<file path="src/include/mem_params.svh">
`ifndef MEM_PARAMS_SVH
`define MEM_PARAMS_SVH

// Data memory geometry, 1024 words.
`define MEM_AW          10
`define MEM_BASE        32'h0000_0000
`define MEM_BYTES       (32'h1 << (`MEM_AW + 2))
`define UNCACHED_BASE   32'h0000_0C00

`define OP_CREDITS      2   // Op buffer depth.
`define FETCH_CREDITS   1

`define REG_IDX_W       5

`endif

</file>
<file path="src/hdl/mem_pkg.sv">
`include "mem_params.svh"

package mem_pkg;

    typedef logic [31:0]              u32_t;
    typedef logic [`REG_IDX_W-1:0]    reg_idx_t;
    typedef logic [3:0]               byte_en_t;
    typedef logic [`MEM_AW-1:0]       word_addr_t;

    // Access size of a load or store.
    typedef enum logic [1:0] {
        BYTE      = 2'b00,
        HALF_WORD = 2'b01,
        WORD      = 2'b10
    } byte_type_e;

    typedef enum logic [1:0] {
        EXC_NONE = 2'b00,
        EXC_ALE  = 2'b01,   // Misaligned access.
        EXC_ADE  = 2'b10    // Address out of range.
    } excp_e;

    // Memory attribute, cached or uncached.
    typedef enum logic {
        MAT_CC = 1'b0,
        MAT_UC = 1'b1
    } mat_e;

    typedef enum logic {
        LAST_DATA  = 1'b0,
        LAST_FETCH = 1'b1
    } rr_state_e;

endpackage

</file>
<file path="src/hdl/mem_req_if.sv">
`timescale 1ns/100ps

// One memory peer towards the arbiter.
interface mem_req_if import mem_pkg::*; ();

    logic       req;
    logic       we;
    word_addr_t addr;
    byte_en_t   be;
    u32_t       wdata;
    logic       gnt;
    u32_t       rdata;   // Valid one cycle after gnt on a read.

    modport peer (
        output req, we, addr, be, wdata,
        input  gnt, rdata
    );

    modport arb (
        input  req, we, addr, be, wdata,
        output gnt, rdata
    );

endinterface

</file>
<file path="src/hdl/mem_arbiter.sv">
`timescale 1ns/100ps

module mem_arbiter import mem_pkg::*; (
    input  logic       clk,
    input  logic       rst_n,
    mem_req_if.arb     data_p,
    mem_req_if.arb     fetch_p,
    output logic       sram_en_o,
    output logic       sram_we_o,
    output word_addr_t sram_addr_o,
    output byte_en_t   sram_be_o,
    output u32_t       sram_wdata_o,
    input  u32_t       sram_rdata_i
);

    rr_state_e last_q;
    logic      gnt_data, gnt_fetch;

    // Round robin, the loser of the last contest goes first.
    assign gnt_data  = data_p.req & (~fetch_p.req | (last_q == LAST_FETCH));
    assign gnt_fetch = fetch_p.req & ~gnt_data;

    assign data_p.gnt  = gnt_data;
    assign fetch_p.gnt = gnt_fetch;

    always_ff @(posedge clk, negedge rst_n) begin
        if (~rst_n) begin
            last_q <= LAST_FETCH;   // Data side wins the first tie.
        end else if (gnt_data) begin
            last_q <= LAST_DATA;
        end else if (gnt_fetch) begin
            last_q <= LAST_FETCH;
        end
    end

    always_comb begin
        sram_en_o = gnt_data | gnt_fetch;
        if (gnt_fetch) begin
            sram_we_o    = fetch_p.we;
            sram_addr_o  = fetch_p.addr;
            sram_be_o    = fetch_p.be;
            sram_wdata_o = fetch_p.wdata;
        end else begin
            sram_we_o    = data_p.we;
            sram_addr_o  = data_p.addr;
            sram_be_o    = data_p.be;
            sram_wdata_o = data_p.wdata;
        end
    end

    // The cycle after a grant, last_q still names that winner.
    assign data_p.rdata  = (last_q == LAST_DATA)  ? sram_rdata_i : '0;
    assign fetch_p.rdata = (last_q == LAST_FETCH) ? sram_rdata_i : '0;

endmodule

</file>
<file path="src/flat_wrapper.sv">
// flat-port wrapper written by rule: the top's interface ports become plain ports
module mem_arbiter_flat import mem_pkg::*;
  (clk, rst_n, sram_en_o, sram_we_o, sram_addr_o, sram_be_o, sram_wdata_o, sram_rdata_i, data_p_req, data_p_we, data_p_addr, data_p_be, data_p_wdata, data_p_gnt, data_p_rdata, fetch_p_req, fetch_p_we, fetch_p_addr, fetch_p_be, fetch_p_wdata, fetch_p_gnt, fetch_p_rdata);
  mem_req_if data_p_i ();
  mem_req_if fetch_p_i ();
  input  logic clk;
  input  logic rst_n;
  output logic sram_en_o;
  output logic sram_we_o;
  output word_addr_t sram_addr_o;
  output byte_en_t sram_be_o;
  output u32_t sram_wdata_o;
  input  u32_t sram_rdata_i;
  input wire logic [$bits(data_p_i.req)-1:0] data_p_req;
  input wire logic [$bits(data_p_i.we)-1:0] data_p_we;
  input wire logic [$bits(data_p_i.addr)-1:0] data_p_addr;
  input wire logic [$bits(data_p_i.be)-1:0] data_p_be;
  input wire logic [$bits(data_p_i.wdata)-1:0] data_p_wdata;
  output wire logic [$bits(data_p_i.gnt)-1:0] data_p_gnt;
  output wire logic [$bits(data_p_i.rdata)-1:0] data_p_rdata;
  input wire logic [$bits(fetch_p_i.req)-1:0] fetch_p_req;
  input wire logic [$bits(fetch_p_i.we)-1:0] fetch_p_we;
  input wire logic [$bits(fetch_p_i.addr)-1:0] fetch_p_addr;
  input wire logic [$bits(fetch_p_i.be)-1:0] fetch_p_be;
  input wire logic [$bits(fetch_p_i.wdata)-1:0] fetch_p_wdata;
  output wire logic [$bits(fetch_p_i.gnt)-1:0] fetch_p_gnt;
  output wire logic [$bits(fetch_p_i.rdata)-1:0] fetch_p_rdata;
  assign data_p_i.req = data_p_req;
  assign data_p_i.we = data_p_we;
  assign data_p_i.addr = data_p_addr;
  assign data_p_i.be = data_p_be;
  assign data_p_i.wdata = data_p_wdata;
  assign data_p_gnt = data_p_i.gnt;
  assign data_p_rdata = data_p_i.rdata;
  assign fetch_p_i.req = fetch_p_req;
  assign fetch_p_i.we = fetch_p_we;
  assign fetch_p_i.addr = fetch_p_addr;
  assign fetch_p_i.be = fetch_p_be;
  assign fetch_p_i.wdata = fetch_p_wdata;
  assign fetch_p_gnt = fetch_p_i.gnt;
  assign fetch_p_rdata = fetch_p_i.rdata;
  mem_arbiter u_core (.clk(clk), .rst_n(rst_n), .data_p(data_p_i), .fetch_p(fetch_p_i), .sram_en_o(sram_en_o), .sram_we_o(sram_we_o), .sram_addr_o(sram_addr_o), .sram_be_o(sram_be_o), .sram_wdata_o(sram_wdata_o), .sram_rdata_i(sram_rdata_i));
endmodule
</file>
<file path="config.mk">
export PLATFORM = sky130hd
export DESIGN_NAME = mem_arbiter_flat
export DESIGN_NICKNAME = d
export VERILOG_FILES = /design/src/hdl/mem_pkg.sv /design/src/hdl/mem_req_if.sv /design/src/hdl/mem_arbiter.sv /design/src/flat_wrapper.sv
export VERILOG_INCLUDE_DIRS = /design/src /design/src/include
export SDC_FILE = /design/constraint.sdc
export NUM_CORES = 1
export LEC_CHECK = 0
export BUFFER_PORTS_ARGS = -buffer_cell sky130_fd_sc_hd__buf_2
export CORE_AREA = 2 2 93 95
export CTS_BUF_LIST = sky130_fd_sc_hd__clkbuf_8
export DETAILED_ROUTE_END_ITERATION = 10
export DIE_AREA = 0 0 95 97
export GPL_TIMING_DRIVEN = 0
export HOLD_SLACK_MARGIN = 0.03
export PLACE_DENSITY = 0.53
export SLEW_MARGIN = 10
export SYNTH_ARGS = -nofsm -noshare
export SYNTH_HDL_FRONTEND = slang
export SYNTH_SLANG_ARGS = --single-unit
export TNS_END_PERCENT = 1
</file>
<file path="constraint.sdc">
create_clock -name clk -period 1.3 [get_ports clk]
set_clock_uncertainty 0.05 [all_clocks]
set_input_delay 0.195 -clock clk [delete_from_list [all_inputs] [get_ports clk]]
set_output_delay 0.195 -clock clk [all_outputs]
set_load 0.005 [all_outputs]
</file>
==> results of run 1 <==
==> cell usage after synthesis (all sizes together) <==
cell type	n
mux2	47
inv	1
a21boi	2
nor2b	32
buf	5
or2	1
nor2	1
a21oi	1
clkbuf	7
and2	32
dfstp	1
==> repair_timing <==
action / 4_1_cts / 5_1_grt
cloned: 1 / 2
hold buffers: 0 / 0
buffers inserted: 2 / 1
pin swaps: 1 / 1
gates resized for setup: 33 / 27
endpoints found under the setup margin: 114 / 107
==> through the flow <==
stage | utilization | setup WS, ns | power [mW]
2_1_floorplan | - | -0.1329 | 0.5897
3_3_place_gp | 0.3080 | -0.5767 | 1.200
3_5_place_dp | 0.3080 | -0.5926 | 1.208
4_1_cts | 0.3316 | -0.3922 | 1.352
5_1_grt | 0.3499 | -0.3964 | 1.548
6_report | 0.3499 | -0.3349 | 1.435
==> routing by layer <==
| layer | routed length, um | vias up | track usage |
|---|---|---|---|
| met5 | 0 | - | 0 |
| met4 | 0 | 0 | 0 |
| met3 | 759 | 0 | 0.01324 |
| met2 | 3445 | 137 | 0.2542 |
| met1 | 2395 | 821 | 0.1291 |
| li1 | - | 934 | - |
==> power by group through the flow <==
stage	Clock [mW]	Sequential (mW)	Combinational [mW]
after CTS	0	0.0502	1.30
after global placement	0	0.0493	1.15
final	0	0.0453	1.39
after detailed placement	0	0.0493	1.16
after floorplan	0	0.0447	0.545
after global routing	0	0.0457	1.50
==> kinds of logic (layout without fill, tap and decap cells) <==
logic type / count (synthesis) / count (layout) / share of synthesized area
AOI/OAI and AO/OA: 3 / 3 / 0.02054
muxes: 47 / 47 / 0.5189
buffers and inverters: 13 / 262 / 0.08324
and+or+nand+nor: 66 / 66 / 0.3546
DFF: 1 / 1 / 0.02271
==> area by class of cell <==
cell class              instances  area [um2]  share of cell area
plain buffers                  12       156.4             0.05495
inverters                       1       3.754            0.001319
multi-input cells             116        1065              0.3741
flip-flops and latches          1       26.28            0.009231
well taps                     105       131.4             0.04615
repair buffers                249        1464              0.5143
==> how the worst max path moves through the flow <==
stage / from / end
after floorplan: u_core.last_q / sram_addr_o[0]
after global placement: u_core.last_q / fetch_p_rdata[21]
after detailed placement: u_core.last_q / fetch_p_rdata[21]
after CTS: u_core.last_q / sram_wdata_o[24]
after global routing: u_core.last_q / sram_wdata_o[26]
final: u_core.last_q / sram_wdata_o[25]
==> metrics.txt, run 1 <==
largest registers=u_core.last_q: 1 flops; Rows=33; layout cells sized above 1=0.8179; P_sw=0.5368 mW; GPL Wtd Cong=0.7452; FF-to-FF path depth=3; Leakage Power=1.651 nW; n_diodes=0; Crit Path Class=reg -> out; WL/cell=13.64 um; Startpoint Class=flop; Avg Inst Size Synth=8.903 um2; WHS=0.08029 ns; later-pin clock latency in the skew report=0 ns; worst vdd ir=0.0003195 V; # port buffers=243; design area=2846 um2; failing checks=negative setup slack; die footprint=9215 um2; Pwr per Cell Area=504.3 nW/um2; Crit path largest cell delay=0.36 ns; max reg flops=1; synthesized area=1157 um2; die width=95 um; setup TNS=-17.32 ns; initial core utilization=0.1423; Boundary Pins=244; Syn Inst Count=130; crit path capture type=primary output; register area share after synthesis=0.02270; Worst-path clk slew=0 ns; Clock power frac=0; Crit path depth=5; DPL Wire Length=5781 um; Cell Chain, Critical Path=a21boi_4 -> buf_8 -> clkbuf_16 -> mux2_4 -> buf_6; final worst setup slack=-0.3349 ns; residual DRC count=0; R2R Setup Slk=0.11 ns; drt total wl=6600 um; Die H=97 um; Area after DPL=2505 um2; top cells by area, synth=mux2_2 27%, mux2_4 25%, and2_1 17%; most frequent cells in the layout=220 x buf_2, 32 x nor2b_1, 32 x and2_1; Iter 0 DRT Violations=17; largest net degree at the start of global routing=11; DR vias/cell=3.909; Peak Freq=611.7 MHz; largest area contributor in the netlist=mux2_2; register bit total from synthesis=1; antenna-violating nets left=0; Fin. Hold Viols=0; placed insts=478; Pint=0.8987 mW; Slew Viols, Final=0; worst flop-to-flop path startpoint=u_core.last_q; Critical path buffers and inverters=3; worst r2r dst=u_core.last_q; initial antenna violation count=0; core box area=8134 um2; DR pass1 iterations=4; Synth top area share=0.2724; fill count=852; sw frac=0.3739; first-pass GRT wire length=9004 um; Max-cap violations=0; fin nets=511; most common cell after layout, fill and taps aside=buf_2; status=complete, but fails checks; YS warnings=0; slowest cell on the critical path=dfstp_2; global route overflow=0; Via Count=1892; GRT Total Usage=0.1201; P&R area growth vs syn=145.9%; Tmin final=1.635 ns; Slew HR=0.7427; WP data arrival=1.39 ns; Top reg by flops=u_core.last_q; final std cells w/o fill=484; Final Setup Violations=106; Reg power frac=0.032; WP data required=1.05 ns; vias in the first global route=1894; worst min path class=in -> async; Logic pwr share=0.968; largest delay contributor family on the critical path=buffers and inverters; Cell variety after synth=15; crit share post-route=1.258; Crit Path Max Fanout=7; RSZ-0062 raised after global routing=true; syn nets=260; worst-margin pin slew=0.3859 ns
Note: power is estimated with default switching activity, not from simulation.
==> run 2: changes to the inputs <==
Settings changed: CTS_CLUSTER_SIZE set to 40, PLACE_DENSITY 0.53 to not set.
==> metrics.txt, run 2 (synthesis gave the netlist of run 1 again) <==
die width=95 um (unchanged); Boundary Pins=244 (unchanged); Final Setup Violations=88 (was 106); Leakage Power=1.626 nW (was 1.651 nW); worst min path class=in -> async (unchanged); final worst setup slack=-0.3332 ns (was -0.3349 ns); initial core utilization=0.1423 (unchanged); Startpoint Class=flop (unchanged); WL/cell=13.86 um (was 13.64 um); Peak Freq=612.3 MHz (was 611.7 MHz); worst vdd ir=0.0002089 V (was 0.0003195 V); fin nets=511 (unchanged); DR pass1 iterations=4 (unchanged); slowest cell on the critical path=dfstp_2 (unchanged); crit share post-route=1.256 (was 1.258); Core Util, Final=0.3444 (was 0.3499); die footprint=9215 um2 (unchanged); Max-cap violations=0 (unchanged); GPL Wtd Cong=0.7771 (was 0.7452); Iter 0 DRT Violations=11 (was 17); largest net degree at the start of global routing=11 (unchanged); initial antenna violation count=0 (unchanged); crit path capture type=primary output (unchanged); most frequent cells in the layout=221 x buf_2, 32 x nor2b_1, 32 x and2_1 (was 220 x buf_2, 32 x nor2b_1, 32 x and2_1); first-pass GRT wire length=9577 um (was 9004 um); Top reg by flops=u_core.last_q (unchanged); worst-margin pin slew=0.4174 ns (was 0.3859 ns); DR vias/cell=3.928 (was 3.909); drt total wl=6708 um (was 6600 um); Slew HR=0.7217 (was 0.7427); Crit Path Class=reg -> out (unchanged); n_diodes=0 (unchanged); # port buffers=243 (unchanged); pre-CTS setup slack=-0.5978 ns (was -0.5926 ns); Die H=97 um (unchanged); global route overflow=0 (unchanged); later-pin clock latency in the skew report=0 ns (about the same); P&R area growth vs syn=142.1% (was 145.9%); Slew Viols, Final=0 (unchanged); WP data arrival=1.39 ns (about the same); Rows=33 (unchanged); most common cell after layout, fill and taps aside=buf_2 (unchanged); WP data required=1.05 ns (about the same); status=complete, but fails checks (unchanged); Via Count=1901 (was 1892); hold_buf cts=0 (unchanged); Pwr Total=1.394 mW (was 1.435 mW); RSZ-0062 raised after global routing=true (unchanged); GRT Total Usage=0.1291 (was 0.1201); Cell Chain, Critical Path=a21boi_4 -> buf_8 -> buf_16 -> mux2_4 -> buf_6 (was a21boi_4 -> buf_8 -> clkbuf_16 -> mux2_4 -> buf_6); max reg flops=1 (unchanged); largest registers=u_core.last_q: 1 flops (unchanged); core box area=8134 um2 (unchanged); Crit Path Max Fanout=5 (was 7); Fin. Hold Viols=0 (unchanged); Crit path largest cell delay=0.57 ns (was 0.36 ns); Tmin final=1.633 ns (was 1.635 ns); residual DRC count=0 (unchanged); DPL Wire Length=5714 um (was 5781 um); antenna-violating nets left=0 (unchanged); layout cells sized above 1=0.8179 (unchanged); Pwr per Cell Area=497.6 nW/um2 (was 504.3 nW/um2); Worst-path clk slew=0 ns (about the same); vias in the first global route=1973 (was 1894); failing checks=negative setup slack (unchanged)
[run 2: cell types whose count changed in the layout (fill, tap and decap cells not counted)]
cell,delta
buf_6,-3
buf_8,-3
clkbuf_4,+3
mux2_2,+3
mux2_4,-3
buf_16,+2
clkbuf_16,-2
buf_1,+1
buf_2,+1
buf_4,+1
clkbuf_1,-1
clkbuf_2,+1
[run 2: layout make-up]
| type | instances | area (um2) |
|---|---|---|
| Sequential cell | 1 | 26.28 |
| Multi-Input combinational cell | 116 | 1054 |
| Buffer | 11 | 110.1 |
| Timing Repair Buffer | 250 | 1476 |
| Tap cell | 105 | 131.4 |
| Inverter | 1 | 3.754 |
| Fill cell | 841 | 5333 |
[run 2: final timing paths]
kind | startpoint | slack (ns) | end | cells after the start
max | u_core.last_q | -0.33 | sram_wdata_o[22] | 5
min | rst_n | 0.08 | u_core.last_q | 1
max reg2reg | u_core.last_q | 0.05 | u_core.last_q | 3
min reg2reg | u_core.last_q | 0.68 | u_core.last_q | 3
max in group asynchronous | rst_n | 1.10 | u_core.last_q | 1
min in group clk | data_p_req | 0.39 | u_core.last_q | 2
[run 2: timing repair]
item | 4_1_cts | 5_1_grt
buffers inserted | 3 | 1
pin swaps | 1 | 1
gates cloned | 3 | 0
gates resized for setup | 40 | 6
hold endpoints to repair | 0 | 0
endpoints found under the setup margin | 114 | 105
[run 2: worst max-delay path, delay by kind of cell, from the launching register on]
| kind | cells | cell delay [ns] |
|---|---|---|
| flops | 1 | 0.57 |
| compound gates | 1 | 0.09 |
| buf+inv | 3 | 0.42 |
| mux | 1 | 0.30 |
[run 2: metal layers]
layer | wire length (um) | share of wire | track usage | vias to the layer above
met5 | 0 | 0 | 0 | -
met4 | 115 | 0.017 | 0.02007 | 0
met3 | 639 | 0.095 | 0.01402 | 6
met2 | 3559 | 0.53 | 0.2673 | 138
met1 | 2394 | 0.36 | 0.1357 | 829
li1 | - | - | - | 928
[run 2: per-stage QoR]
stage | setup TNS (ns) | area [um2] | std cells | hold slack (ns)
2_1_floorplan | -6.336 | 1157 | 130 | -0.002836
3_3_place_gp | -37.18 | 2505 | 478 | 0.08015
3_5_place_dp | -39.27 | 2505 | 478 | 0.08182
4_1_cts | -24.65 | 2784 | 483 | 0.08182
5_1_grt | -27.21 | 2801 | 484 | 0.09002
6_report | -20.10 | 2801 | 484 | 0.07913
[run 2: power by group]
group	switching, mW	leakage, nW	total [mW]	internal [mW]
Combinational	0.524	1.62	1.35	0.821
Sequential	0.00870	0.0105	0.0488	0.0401
Clock	0	0	0	0
Total	0.533	1.63	1.39	0.861
