**config.mk**
```make
export PLATFORM = sky130hd
export DESIGN_NAME = fetch_port_flat
export DESIGN_NICKNAME = d
export VERILOG_FILES = /design/src/hdl/mem_pkg.sv /design/src/hdl/mem_req_if.sv /design/src/hdl/fetch_port.sv /design/src/flat_wrapper.sv
export VERILOG_INCLUDE_DIRS = /design/src /design/src/include
export SDC_FILE = /design/constraint.sdc
export NUM_CORES = 1
export LEC_CHECK = 0
export ABC_CLOCK_PERIOD_IN_PS = 1500
export BUFFER_PORTS_ARGS = -buffer_cell sky130_fd_sc_hd__buf_2
export CORE_ASPECT_RATIO = 0.75
export CORE_MARGIN = 10
export CORE_UTILIZATION = 32
export CTS_CLUSTER_DIAMETER = 100
export DETAILED_ROUTE_END_ITERATION = 8
export GPL_TIMING_DRIVEN = 0
export HOLD_SLACK_MARGIN = 0.03
export PLACE_DENSITY = 0.85
export SLEW_MARGIN = 15
export SYNTH_ARGS = -nofsm -noshare
export SYNTH_HDL_FRONTEND = slang
export SYNTH_SLANG_ARGS = --single-unit
```
**constraint.sdc**
```tcl
create_clock -name clk -period 1.5 [get_ports clk]
set_input_delay 0 -clock clk [delete_from_list [all_inputs] [get_ports clk]]
set_output_delay 0 -clock clk [all_outputs]
set_load 0.005 [all_outputs]
```
**src/include/mem_params.svh**
```systemverilog
`ifndef MEM_PARAMS_SVH
`define MEM_PARAMS_SVH

// Data memory geometry, 1024 words.
`define MEM_AW          10
`define MEM_BASE        32'h0000_0000
`define MEM_BYTES       (32'h1 << (`MEM_AW + 2))
`define UNCACHED_BASE   32'h0000_0C00

`define OP_CREDITS      2   // Op buffer depth.
`define FETCH_CREDITS   1

`define REG_IDX_W       5

`endif

```
**src/hdl/mem_pkg.sv**
```systemverilog
`include "mem_params.svh"

package mem_pkg;

    typedef logic [31:0]              u32_t;
    typedef logic [`REG_IDX_W-1:0]    reg_idx_t;
    typedef logic [3:0]               byte_en_t;
    typedef logic [`MEM_AW-1:0]       word_addr_t;

    // Access size of a load or store.
    typedef enum logic [1:0] {
        BYTE      = 2'b00,
        HALF_WORD = 2'b01,
        WORD      = 2'b10
    } byte_type_e;

    typedef enum logic [1:0] {
        EXC_NONE = 2'b00,
        EXC_ALE  = 2'b01,   // Misaligned access.
        EXC_ADE  = 2'b10    // Address out of range.
    } excp_e;

    // Memory attribute, cached or uncached.
    typedef enum logic {
        MAT_CC = 1'b0,
        MAT_UC = 1'b1
    } mat_e;

    typedef enum logic {
        LAST_DATA  = 1'b0,
        LAST_FETCH = 1'b1
    } rr_state_e;

endpackage

```
**src/hdl/mem_req_if.sv**
```systemverilog
`timescale 1ns/100ps

// One memory peer towards the arbiter.
interface mem_req_if import mem_pkg::*; ();

    logic       req;
    logic       we;
    word_addr_t addr;
    byte_en_t   be;
    u32_t       wdata;
    logic       gnt;
    u32_t       rdata;   // Valid one cycle after gnt on a read.

    modport peer (
        output req, we, addr, be, wdata,
        input  gnt, rdata
    );

    modport arb (
        input  req, we, addr, be, wdata,
        output gnt, rdata
    );

endinterface

```
**src/hdl/fetch_port.sv**
```systemverilog
`timescale 1ns/100ps

module fetch_port import mem_pkg::*; (
    input  logic       clk,
    input  logic       rst_n,
    input  logic       fetch_valid_i,
    input  word_addr_t fetch_addr_i,
    output logic       fetch_credit_o,
    output logic       fetch_rsp_valid_o,
    output u32_t       fetch_rsp_data_o,
    mem_req_if.peer    mem
);

    logic       pend_valid;
    word_addr_t pend_addr;
    logic       rsp_q;

    // One read in flight, held until the arbiter grants it.
    always_ff @(posedge clk, negedge rst_n) begin
        if (~rst_n) begin
            pend_valid <= 1'b0;
            rsp_q      <= 1'b0;
        end else begin
            pend_valid <= fetch_valid_i | (pend_valid & ~mem.gnt);
            rsp_q      <= pend_valid & mem.gnt;
        end
    end

    always_ff @(posedge clk) begin
        if (fetch_valid_i) begin
            pend_addr <= fetch_addr_i;
        end
    end

    assign mem.req   = pend_valid;
    assign mem.we    = 1'b0;   // Read only peer.
    assign mem.addr  = pend_addr;
    assign mem.be    = 4'b1111;
    assign mem.wdata = '0;

    // The word comes back with the credit.
    assign fetch_rsp_valid_o = rsp_q;
    assign fetch_credit_o    = rsp_q;
    assign fetch_rsp_data_o  = mem.rdata;

endmodule

```
**src/flat_wrapper.sv**
```systemverilog
// flat-port wrapper written by rule: the top's interface ports become plain ports
module fetch_port_flat import mem_pkg::*;
  (clk, rst_n, fetch_valid_i, fetch_addr_i, fetch_credit_o, fetch_rsp_valid_o, fetch_rsp_data_o, mem_req, mem_we, mem_addr, mem_be, mem_wdata, mem_gnt, mem_rdata);
  mem_req_if mem_i ();
  input  logic clk;
  input  logic rst_n;
  input  logic fetch_valid_i;
  input  word_addr_t fetch_addr_i;
  output logic fetch_credit_o;
  output logic fetch_rsp_valid_o;
  output u32_t fetch_rsp_data_o;
  output wire logic [$bits(mem_i.req)-1:0] mem_req;
  output wire logic [$bits(mem_i.we)-1:0] mem_we;
  output wire logic [$bits(mem_i.addr)-1:0] mem_addr;
  output wire logic [$bits(mem_i.be)-1:0] mem_be;
  output wire logic [$bits(mem_i.wdata)-1:0] mem_wdata;
  input wire logic [$bits(mem_i.gnt)-1:0] mem_gnt;
  input wire logic [$bits(mem_i.rdata)-1:0] mem_rdata;
  assign mem_req = mem_i.req;
  assign mem_we = mem_i.we;
  assign mem_addr = mem_i.addr;
  assign mem_be = mem_i.be;
  assign mem_wdata = mem_i.wdata;
  assign mem_i.gnt = mem_gnt;
  assign mem_i.rdata = mem_rdata;
  fetch_port u_core (.clk(clk), .rst_n(rst_n), .fetch_valid_i(fetch_valid_i), .fetch_addr_i(fetch_addr_i), .fetch_credit_o(fetch_credit_o), .fetch_rsp_valid_o(fetch_rsp_valid_o), .fetch_rsp_data_o(fetch_rsp_data_o), .mem(mem_i));
endmodule
```
==> qor.txt, run 1 <==
STA
--------------------------------------------------------------------------------
Final critical-path setup slack                                         646.7 ps
Final period demand of the worst path                                   853.3 ps
Post-route clock period utilization                                       0.5689
Final setup TNS                                                             0 ps
Final Hold Viols                                                               0
Highest clock rate                                                      1172 MHz
Final setup fails                                                              0
Count of final max-slew check failures                                         0
Setup repair after global routing missed its margin                           no
Max Clock Skew                                                        0.02964 ps

PLACEMENT
--------------------------------------------------------------------------------
Cell count after placement                                                   216
Count of port buffers added during placement                                  58
Dpl ws                                                                  841.9 ps
Routability congestion estimate                                           0.6417

DETAILED ROUTING
--------------------------------------------------------------------------------
WL per Instance                                                     12.56 microns
Number of routed nets with antenna violations                                  0
Vias post-DR                                                                 732
Remaining DRCs                                                                 0
Drt pass-1 iters                                                               2
Wirelength, routed                                                  2915 microns
Via count normalized by instance count                                     3.155
Number of DRC markers in iteration 0                                           2

FLOORPLANNING
--------------------------------------------------------------------------------
Placement Rows                                                                16
Starting density of the core                                              0.3388
Num ports                                                                    128
Core ar.                                                              2663 sq um
Die Area                                                              5365 sq um
Chip height                                                         65.98 microns
Horizontal extent of the die                                        81.31 microns

SYNTH
--------------------------------------------------------------------------------
Seq cells post-synth                                                          12
Post-synthesis area per instance                                     10.37 sq um
Cells after synthesis                                                         87
Post-synthesis sequential area ratio                                      0.3883
Ranking of synthesized cells by area                                sky130_fd_sc_hd__buf_4 (58%), sky130_fd_sc_hd__edfxtp_1 (33%), sky130_fd_sc_hd__dfrtp_1 (5.5%)
Post-synth design cell area                                          902.1 sq um
Area share of the leading cell type in the synthesized netlist            0.5825
YS warnings                                                                    0
Largest area contributor in the netlist                             sky130_fd_sc_hd__buf_4
Unique cell type count in the Yosys netlist                                    7

GRT
--------------------------------------------------------------------------------
Global-route congestion overflow total                                         0
Number of antenna violations at the first check in global routing              0
Largest net degree at the start of global routing                             12
Number of global-route vias before repair                                    755
Global routing usage summed across all routing layers                    0.09429
Wire length of the first global-routing pass                        3953 microns

PWR
--------------------------------------------------------------------------------
Leakage Power                                                       0.0009182 uW
Worst vdd ir                                                            691.0 uV
Power density over the cells                                        665.7 nW/um^2
Overall power after layout                                               1028 uW

CLOCKING
--------------------------------------------------------------------------------
Clock buffer count from CTS                                                    3
Worst-case clock buffer depth                                                  2
Clock-pin slew on the worst setup and hold paths                           50 ps
Buffers inserted by post-CTS timing repair                                     0
Clock sink count                                                              12
Root Driver                                                         sky130_fd_sc_hd__clkbuf_8
Quantity of gates resized following cts                                        0
Clock latency at the later pin of the worst-skew pair                     230 ps
CTS tree                                                                   built
H-tree lvl count                                                               1
Hold Buf Count CTS                                                            12

CELLS AND AREA
--------------------------------------------------------------------------------
Final antenna diode count                                                      0
Filler-free cell count of the finished design                                232
Synth-to-Final Area Change                                                71.15%
Ratio of cells with drive above 1 in the final layout                     0.6786
Total Nets Final                                                             243
Fraction of the core area covered by cells at the end of the flow         0.5799

SETUP PATH
--------------------------------------------------------------------------------
Worst endpoint required time                                             1500 ps
Category of the worst setup path launch point                          flip-flop
Largest fanout on the critical path                                            2
Arrival time worst endpoint                                               850 ps
Slowest cell on the critical path                                   sky130_fd_sc_hd__dfrtp_1
Worst setup EP type                                                 primary output
Worst path cell trace                                               buf_4 > buf_2
Biggest cell delay along the critical path                                380 ps
Critical Setup Path Class                                           flip-flop to primary output
Cell depth of the worst flop-to-flop path                                      1

RUN
--------------------------------------------------------------------------------
Max Cap Viol                                                                   0

STATUS
--------------------------------------------------------------------------------
Status                                                              finished, final reports clean

MIN PATH
--------------------------------------------------------------------------------
Worst Hold Class                                                    primary input to asynchronous set/reset pin

## path summary, 6_finish.rpt
path	startpoint	end	slack [ps]
setup / recovery	u_core.fetch_credit_o	fetch_rsp_valid_o	650
hold / removal	rst_n	u_core.fetch_credit_o	100
setup reg to reg	u_core.mem.req	u_core.fetch_credit_o	840
hold reg to reg	u_core.mem.req	u_core.mem.req	500
max in group asynchronous	rst_n	u_core.mem.req	1310
min in group clk	fetch_valid_i	u_core.mem.req	140
## flip-flops by register name, summed over array words and instances (netlist names)
register and cells:
u_core.mem.addr 10, u_core.fetch_credit_o 1, u_core.mem.req 1
## power by group
part	internal [uW]	switching, uW	leakage [uW]
clock	230	102	0.0000288
sequential	390	6.81	0.000121
combinational	195	104	0.000768
## logic make-up after synthesis
group / share of synthesized area
AOI/OAI and AO/OA: 0.008325
buffers and inverters: 0.5867
DFF: 0.3884
other: 0.008325
and+or+nand+nor: 0.008325
## layer usage
metal	global-route usage	up-vias	part of all wire
li1	-	379	-
met1	0.05969	306	0.19
met2	0.2096	45	0.65
met3	0.04755	2	0.15
met4	0.03233	0	0.0055
met5	0	-	0
## layout make-up
class / count / area [sq um]
multi-input cells: 39 / 153.9
flip-flops and latches: 12 / 350.3
well taps: 36 / 45.04
inverters: 1 / 3.754
clock buffers: 4 / 55.05
repair buffers: 70 / 410.4
plain buffers: 70 / 525.5
fillers: 239 / 1119
## worst max-delay path: cells and delay by family (launching register included)
| family | cells | cell delay, ps |
|---|---|---|
| DFF | 1 | 380 |
| buffers and inverters | 2 | 250 |
## placed cells by master, fill, tap and decap left out
cell type                       instances
sky130_fd_sc_hd__and2_2                 1
sky130_fd_sc_hd__clkbuf_8               4
sky130_fd_sc_hd__a21o_1                 1
sky130_fd_sc_hd__inv_1                  1
sky130_fd_sc_hd__edfxtp_1              10
sky130_fd_sc_hd__conb_1                37
sky130_fd_sc_hd__dfrtp_1                2
sky130_fd_sc_hd__dlygate4sd3_1         12
sky130_fd_sc_hd__buf_4                 70
sky130_fd_sc_hd__buf_2                 58
## synthesized netlist by cell type, drive strengths merged
library cell,number
buf,70
edfxtp,10
conb,2
dfrtp,2
a21o,1
and2,1
inv,1
## through the flow
stage	area, sq um	hold slack, ps
4_1_cts	1544	97.26
3_3_place_gp	1369	-214.9
3_5_place_dp	1369	-214.5
6_report	1544	101.1
5_1_grt	1544	106.3
2_1_floorplan	1033	-295.6
Note: power is estimated with default switching activity, not from simulation.
==> inputs of run 2 (changes only) <==
Settings changed: ABC_AREA from default to 1, ABC_CLOCK_PERIOD_IN_PS 1500 to 800, CORE_UTILIZATION 32 to 30, PLACE_DENSITY 0.85 to 0.8.
Clock period 1.5 ns to 0.8 ns, I/O delays scaled along.
==> qor.txt, run 2 <==
SYNTH
--------------------------------------------------------------------------------
Main flop type after synthesis                                      sky130_fd_sc_hd__edfxtp_1
Async set or reset register ratio after synthesis                         0.1667   unchanged
Cells after synthesis                                                         90   +3.4%
Seq cells post-synth                                                          12   unchanged
YS warnings                                                                    0   unchanged
Post-synthesis sequential area ratio                                      0.3867   -0.001609
Unique cell type count in the Yosys netlist                                    6   -1
Number of synthesized flops with an enable pin                                10   unchanged
Commonest cells in the synthesized netlist                          sky130_fd_sc_hd__buf_4 (70), sky130_fd_sc_hd__edfxtp_1 (10), sky130_fd_sc_hd__inv_1 (3), sky130_fd_sc_hd__nand2_1 (3)
Post-synthesis area per instance                                     10.07 sq um   -2.9%
Post-synth design cell area                                          905.9 sq um   +0.42%
Largest area contributor in the netlist                             sky130_fd_sc_hd__buf_4
Area share of the leading cell type in the synthesized netlist            0.5801   -0.002414
Ranking of synthesized cells by area                                sky130_fd_sc_hd__buf_4 (58%), sky130_fd_sc_hd__edfxtp_1 (33%), sky130_fd_sc_hd__dfrtp_1 (5.5%)
Most frequently used cell type in the post-synthesis netlist        sky130_fd_sc_hd__buf_4

CELLS AND AREA
--------------------------------------------------------------------------------
Filler Cell Count                                                            274   +15%
Top library cells by usage in the layout, fill and taps aside       sky130_fd_sc_hd__buf_4 (69), sky130_fd_sc_hd__buf_2 (57), sky130_fd_sc_hd__conb_1 (37)
Ratio of cells with drive above 1 in the final layout                     0.6566   -0.02201
Total Nets Final                                                             245   +0.82%
Most common cell after layout, fill and taps aside                  sky130_fd_sc_hd__buf_4
Final antenna diode count                                                      0   unchanged
Synth-to-Final Area Change                                                69.89%
Number of flip-flops under the largest register name                          10   unchanged
Area of all placed cells without fillers                              1539 sq um   -0.32%

STA
--------------------------------------------------------------------------------
Post-route clock period utilization                                       0.9707
Final critical-path setup slack                                         23.48 ps   -623.2 ps
Final period demand of the worst path                                   776.5 ps
Setup repair after global routing missed its margin                           no
Final Hold Viols                                                               0   unchanged
Max Clock Skew                                                        0.05769 ps   +0.02805 ps
Count of final max-slew check failures                                         0   unchanged
Highest clock rate                                                      1288 MHz
Final setup TNS                                                             0 ps   unchanged
Smallest hold slack                                                     94.55 ps   -6.576 ps
Final setup fails                                                              0   unchanged

PWR
--------------------------------------------------------------------------------
Leakage Power                                                       0.0009207 uW   +0.28%
Worst vdd ir                                                            485.5 uV   -30%
Power density over the cells                                        1196 nW/um^2   +80%

DETAILED ROUTING
--------------------------------------------------------------------------------
Remaining DRCs                                                                 0   unchanged
Drt pass-1 iters                                                               4   +2
Number of DRC markers in iteration 0                                          14   +12
WL per Instance                                                     12.38 microns   -1.5%
Number of routed nets with antenna violations                                  0   unchanged
Wirelength, routed                                                  2922 microns   +0.24%
Via count normalized by instance count                                     3.119   -1.2%
Vias post-DR                                                                 736   +0.55%

FLOORPLANNING
--------------------------------------------------------------------------------
Placement Rows                                                                17   +1
Starting density of the core                                              0.3109   -0.02795
Num ports                                                                    128   unchanged
Core ar.                                                              2914 sq um   +9.4%
Chip height                                                         67.59 microns   +2.4%
Die Area                                                              5640 sq um   +5.1%
Horizontal extent of the die                                        83.45 microns   +2.6%

SETUP PATH
--------------------------------------------------------------------------------
Category of the worst setup path launch point                          flip-flop
Worst path cell trace                                                      buf_2
Worst setup EP type                                                 primary output
Worst setup startpoint                                              u_core.mem.req
Slowest cell on the critical path                                   sky130_fd_sc_hd__dfrtp_1
Critical Setup Path Class                                           flip-flop to primary output
Largest fanout on the critical path                                            3   +1
Launching point of the worst reg2reg path                           u_core.mem.req
Worst endpoint required time                                              800 ps   -700 ps
Biggest cell delay along the critical path                                400 ps   +20 ps
CP Buf/Inv Count                                                               1   -1
Arrival time worst endpoint                                               780 ps   -70 ps
Gate family responsible for the most delay along the worst path       flip-flops

GRT
--------------------------------------------------------------------------------
Global routing usage summed across all routing layers                    0.08853   -0.005760
Wire length of the first global-routing pass                        4002 microns   +1.2%
Global-route congestion overflow total                                         0   unchanged
Number of antenna violations at the first check in global routing              0   unchanged
Largest net degree at the start of global routing                             12   unchanged
Number of global-route vias before repair                                    859   +14%

MIN PATH
--------------------------------------------------------------------------------
Worst Hold Class                                                    primary input to asynchronous set/reset pin

STATUS
--------------------------------------------------------------------------------
Status                                                              finished, final reports clean

CLOCKING
--------------------------------------------------------------------------------
CTS tree                                                                   built
Worst-case clock buffer depth                                                  2   unchanged
Clock buffer count from CTS                                                    3   unchanged
Clock-pin slew on the worst setup and hold paths                           50 ps   about the same
Root Driver                                                         sky130_fd_sc_hd__clkbuf_8
Clock latency at the later pin of the worst-skew pair                     230 ps   about the same
Clock sink count                                                              12   unchanged
H-tree lvl count                                                               1   unchanged

PLACEMENT
--------------------------------------------------------------------------------
Placed inst area                                                      1375 sq um   +0.46%
Routability congestion estimate                                           0.7318   +14%
Dpl ws                                                                  182.4 ps   -659.5 ps
Count of port buffers added during placement                                  58   unchanged
Half-perimeter wire length of the detailed placement result         2638 microns

RUN
--------------------------------------------------------------------------------
Max Cap Viol                                                                   0   unchanged

run 2: cell types whose count changed after synthesis:
| cell | previous run | this run |
|---|---|---|
| sky130_fd_sc_hd__nand2_1 | 0 | 3 |
| sky130_fd_sc_hd__inv_1 | 1 | 3 |
| sky130_fd_sc_hd__a21o_1 | 1 | 0 |
| sky130_fd_sc_hd__and2_2 | 1 | 0 |
run 2: worst paths after layout:
path | slack (ps) | cells past startpoint | to
worst max-delay path | 20 | 1 | mem_req
worst min-delay path | 90 | 2 | u_core.fetch_credit_o
worst max register to register | 160 | 2 | u_core.mem.req
worst min register to register | 510 | 2 | u_core.fetch_credit_o
max in group asynchronous | 610 | 2 | u_core.mem.req
min in group clk | 110 | 3 | u_core.mem.req
run 2: metrics by stage:
stage | std cells | power, uW | util
after global routing | 236 | 1950 | 0.5281
final | 236 | 1840 | 0.5281
after CTS | 236 | 1836 | 0.5281
after floorplan | 125 | 1076 | -
after detailed placement | 221 | 1254 | 0.4719
after global placement | 221 | 1247 | 0.4719
run 2: final cells by class:
type                    instances  area [sq um]  area share
multi-input cells              40         150.1     0.09756
repair buffers                 70         416.7      0.2707
inverters                       3         11.26    0.007317
plain buffers                  69         518.0      0.3366
well taps                      38         47.55     0.03089
flip-flops and latches         12         350.3      0.2276
clock buffers                   4         45.04     0.02927
run 2: where the power goes:
part | internal [uW] | switching [uW] | leakage, uW | total, uW
Combinational | 363 | 194 | 0.000777 | 557
Clock | 348 | 190 | 0.0000228 | 538
Sequential | 732 | 12.7 | 0.000121 | 745
Total | 1440 | 397 | 0.000921 | 1840
run 2: metal layers:
layer	up-vias	GRT usage	routed length, microns
met1	310	0.05556	669
li1	385	-	-
met2	41	0.2029	1951
met3	0	0.04567	301
met5	-	0	0
met4	0	0.03750	0
run 2: kinds of logic (layout without fill, tap and decap cells):
kind of cell / count (synthesis) / in the layout / share of synthesized area
and+or+nand+nor: 3 / 3 / 0.01243
other: 2 / 37 / 0.008290
DFF: 12 / 12 / 0.3867
buffers and inverters: 73 / 146 / 0.5925
run 2: timing repair:
action	CTS	global route
hold buffers	12	0
resized for setup	1	0
setup endpoints to repair	1	0
endpoints found under the hold margin	14	0
setup buffers	0	0
==> inputs of run 3 (changes only) <==
Settings changed: CELL_PAD_IN_SITES_DETAIL_PLACEMENT from default to 1, CELL_PAD_IN_SITES_GLOBAL_PLACEMENT from default to 1, CORE_UTILIZATION 30 to 19, PLACE_DENSITY 0.8 to default, PLACE_DENSITY_LB_ADDON from default to 0.1, SLEW_MARGIN 15 to default.
==> qor.txt, run 3 (synthesis gave the netlist of run 2 again) <==
STATUS
--------------------------------------------------------------------------------
Status                                                              finished, final reports clean

GRT
--------------------------------------------------------------------------------
Largest net degree at the start of global routing                             12   unchanged
Number of antenna violations at the first check in global routing              0   unchanged
Wire length of the first global-routing pass                        4581 microns   +14%
Number of global-route vias before repair                                    910   +5.9%
Global-route congestion overflow total                                         0   unchanged
Global routing usage summed across all routing layers                    0.07264   -0.01588

FLOORPLANNING
--------------------------------------------------------------------------------
Starting density of the core                                              0.1993   -0.1116
Die Area                                                              7958 sq um   +41%
Placement Rows                                                                21   +4
Chip height                                                         79.80 microns   +18%
Num ports                                                                    128   unchanged
Horizontal extent of the die                                        99.73 microns   +20%
Core ar.                                                              4546 sq um   +56%

CLOCKING
--------------------------------------------------------------------------------
Worst-case clock buffer depth                                                  2   unchanged
H-tree lvl count                                                               1   unchanged
Clock latency at the later pin of the worst-skew pair                     240 ps   about the same
CTS tree                                                                   built
Clock buffer count from CTS                                                    3   unchanged
Root Driver                                                         sky130_fd_sc_hd__clkbuf_8
Clock-pin slew on the worst setup and hold paths                           50 ps   about the same
Clock sink count                                                              12   unchanged
Buffers inserted by post-CTS timing repair                                     0   unchanged

SETUP PATH
--------------------------------------------------------------------------------
Worst path cell trace                                                      buf_2
Gate family responsible for the most delay along the worst path       flip-flops
Biggest cell delay along the critical path                                390 ps   about the same
CP Buf/Inv Count                                                               1   unchanged
Slowest cell on the critical path                                   sky130_fd_sc_hd__dfrtp_1
Category of the worst setup path launch point                          flip-flop
Largest fanout on the critical path                                            3   unchanged
Worst endpoint required time                                              800 ps   about the same
Critical Setup Path Class                                           flip-flop to primary output
Arrival time worst endpoint                                               770 ps   about the same
Worst setup EP type                                                 primary output

CELLS AND AREA
--------------------------------------------------------------------------------
Filler Cell Count                                                            564   +110%
Top library cells by usage in the layout, fill and taps aside       sky130_fd_sc_hd__buf_4 (69), sky130_fd_sc_hd__buf_2 (57), sky130_fd_sc_hd__conb_1 (37)
Synth-to-Final Area Change                                                72.51%
Number of flip-flops under the largest register name                          10   unchanged
Area of all placed cells without fillers                              1563 sq um   +1.5%
Most common cell after layout, fill and taps aside                  sky130_fd_sc_hd__buf_4
Total Nets Final                                                             245   unchanged
Final antenna diode count                                                      0   unchanged
Ratio of cells with drive above 1 in the final layout                     0.6566   unchanged

DETAILED ROUTING
--------------------------------------------------------------------------------
Vias post-DR                                                                 784   +6.5%
WL per Instance                                                     13.04 microns   +5.3%
Via count normalized by instance count                                     3.075   -1.4%
Wirelength, routed                                                  3326 microns   +14%
Remaining DRCs                                                                 0   unchanged
Number of DRC markers in iteration 0                                          14   unchanged
Drt pass-1 iters                                                               3   -1
Number of routed nets with antenna violations                                  0   unchanged

PWR
--------------------------------------------------------------------------------
Fraction of power consumed by sequential logic                             0.400   -0.005
Switch share                                                              0.2323   +0.01678
Power density over the cells                                        1194 nW/um^2   about the same
Combinational Power Share                                                  0.304   about the same
Int Pwr                                                                  1433 uW   -0.72%
Part of the total power dissipated in the clock network                    0.297   +0.004
Leakage Power                                                       0.0009211 uW   about the same
Net switching power                                                     433.6 uW   +9.3%
Worst vdd ir                                                            601.8 uV   +24%

STA
--------------------------------------------------------------------------------
Post-route clock period utilization                                       0.9567   -0.01396
Highest clock rate                                                      1307 MHz   +1.5%
Final setup TNS                                                             0 ps   unchanged
Final Hold Viols                                                               0   unchanged
Final setup fails                                                              0   unchanged
Setup repair after global routing missed its margin                           no
Final period demand of the worst path                                   765.4 ps   -11.17 ps
Count of final max-slew check failures                                         0   unchanged
Max Clock Skew                                                         0.2652 ps   +0.2075 ps
Final critical-path setup slack                                         34.65 ps   +11.17 ps

PLACEMENT
--------------------------------------------------------------------------------
Count of port buffers added during placement                                  58   unchanged
Routability congestion estimate                                           0.7103   -2.9%
Half-perimeter wire length of the detailed placement result         3008 microns   +14%
Dpl ws                                                                  182.6 ps   +0.2180 ps
Placed inst area                                                      1399 sq um   +1.7%

MIN PATH
--------------------------------------------------------------------------------
Worst Hold Class                                                    primary input to asynchronous set/reset pin

RUN
--------------------------------------------------------------------------------
Max Cap Viol                                                                   0   unchanged

## run 3: changes by cell type in the layout (fill, tap and decap cells not counted)
| cell | change |
|---|---|
| sky130_fd_sc_hd__clkbuf_1 | -1 |
| sky130_fd_sc_hd__clkinv_1 | +1 |
## run 3: what timing repair did
| action | CTS | global route |
|---|---|---|
| hold buffers | 12 | 0 |
| setup endpoints to repair | 1 | 0 |
| resized for setup | 1 | 0 |
| endpoints found under the hold margin | 14 | 0 |
## run 3: stage by stage
step | instances | util | total power (uW) | hold WS (ps)
3_5_place_dp | 240 | 0.3077 | 1266 | -208.5
2_1_floorplan | 125 | - | 1076 | -295.6
6_report | 255 | 0.3438 | 1867 | 92.93
4_1_cts | 255 | 0.3438 | 1887 | 86.90
3_3_place_gp | 240 | 0.3077 | 1255 | -214.8
5_1_grt | 255 | 0.3438 | 1983 | 106.5
## run 3: power groups by stage
stage	registers, uW	logic [uW]	clock network (uW)
floorplan	765	310	0
global route	751	626	606
finish	746	567	554
CTS	746	557	584
global placement	754	501	0
detailed placement	758	508	0
## run 3: path summary, 6_finish.rpt
| kind | slack [ps] | end | startpoint | depth (start not counted) |
|---|---|---|---|---|
| max in group asynchronous | 610 | u_core.fetch_credit_o | rst_n | 2 |
| min reg2reg | 490 | u_core.fetch_credit_o | u_core.mem.req | 2 |
| min in group clk | 130 | u_core.mem.req | fetch_valid_i | 3 |
| min | 90 | u_core.mem.req | rst_n | 2 |
| max | 30 | mem_req | u_core.mem.req | 1 |
| max reg2reg | 180 | u_core.mem.req | u_core.mem.req | 2 |
## run 3: per-layer routing
layer | global-route usage | share of wire | vias up | wire length, microns
met1 | 0.06019 | 0.30 | 339 | 996
met2 | 0.1335 | 0.54 | 60 | 1787
met3 | 0.04325 | 0.15 | 2 | 500
li1 | - | - | 383 | -
met4 | 0.03857 | 0.012 | 0 | 41
met5 | 0 | 0 | - | 0
## run 3: final cells by class
class                   instances  area, sq um  share of cell area
repair buffers                 70        416.7              0.2666
inverters                       3        11.26            0.007206
plain buffers                  69        518.0              0.3315
well taps                      57        71.32             0.04564
clock buffers                   3        41.29             0.02642
flip-flops and latches         12        350.3              0.2242
clock inverters                 1        3.754            0.002402
multi-input cells              40        150.1             0.09608
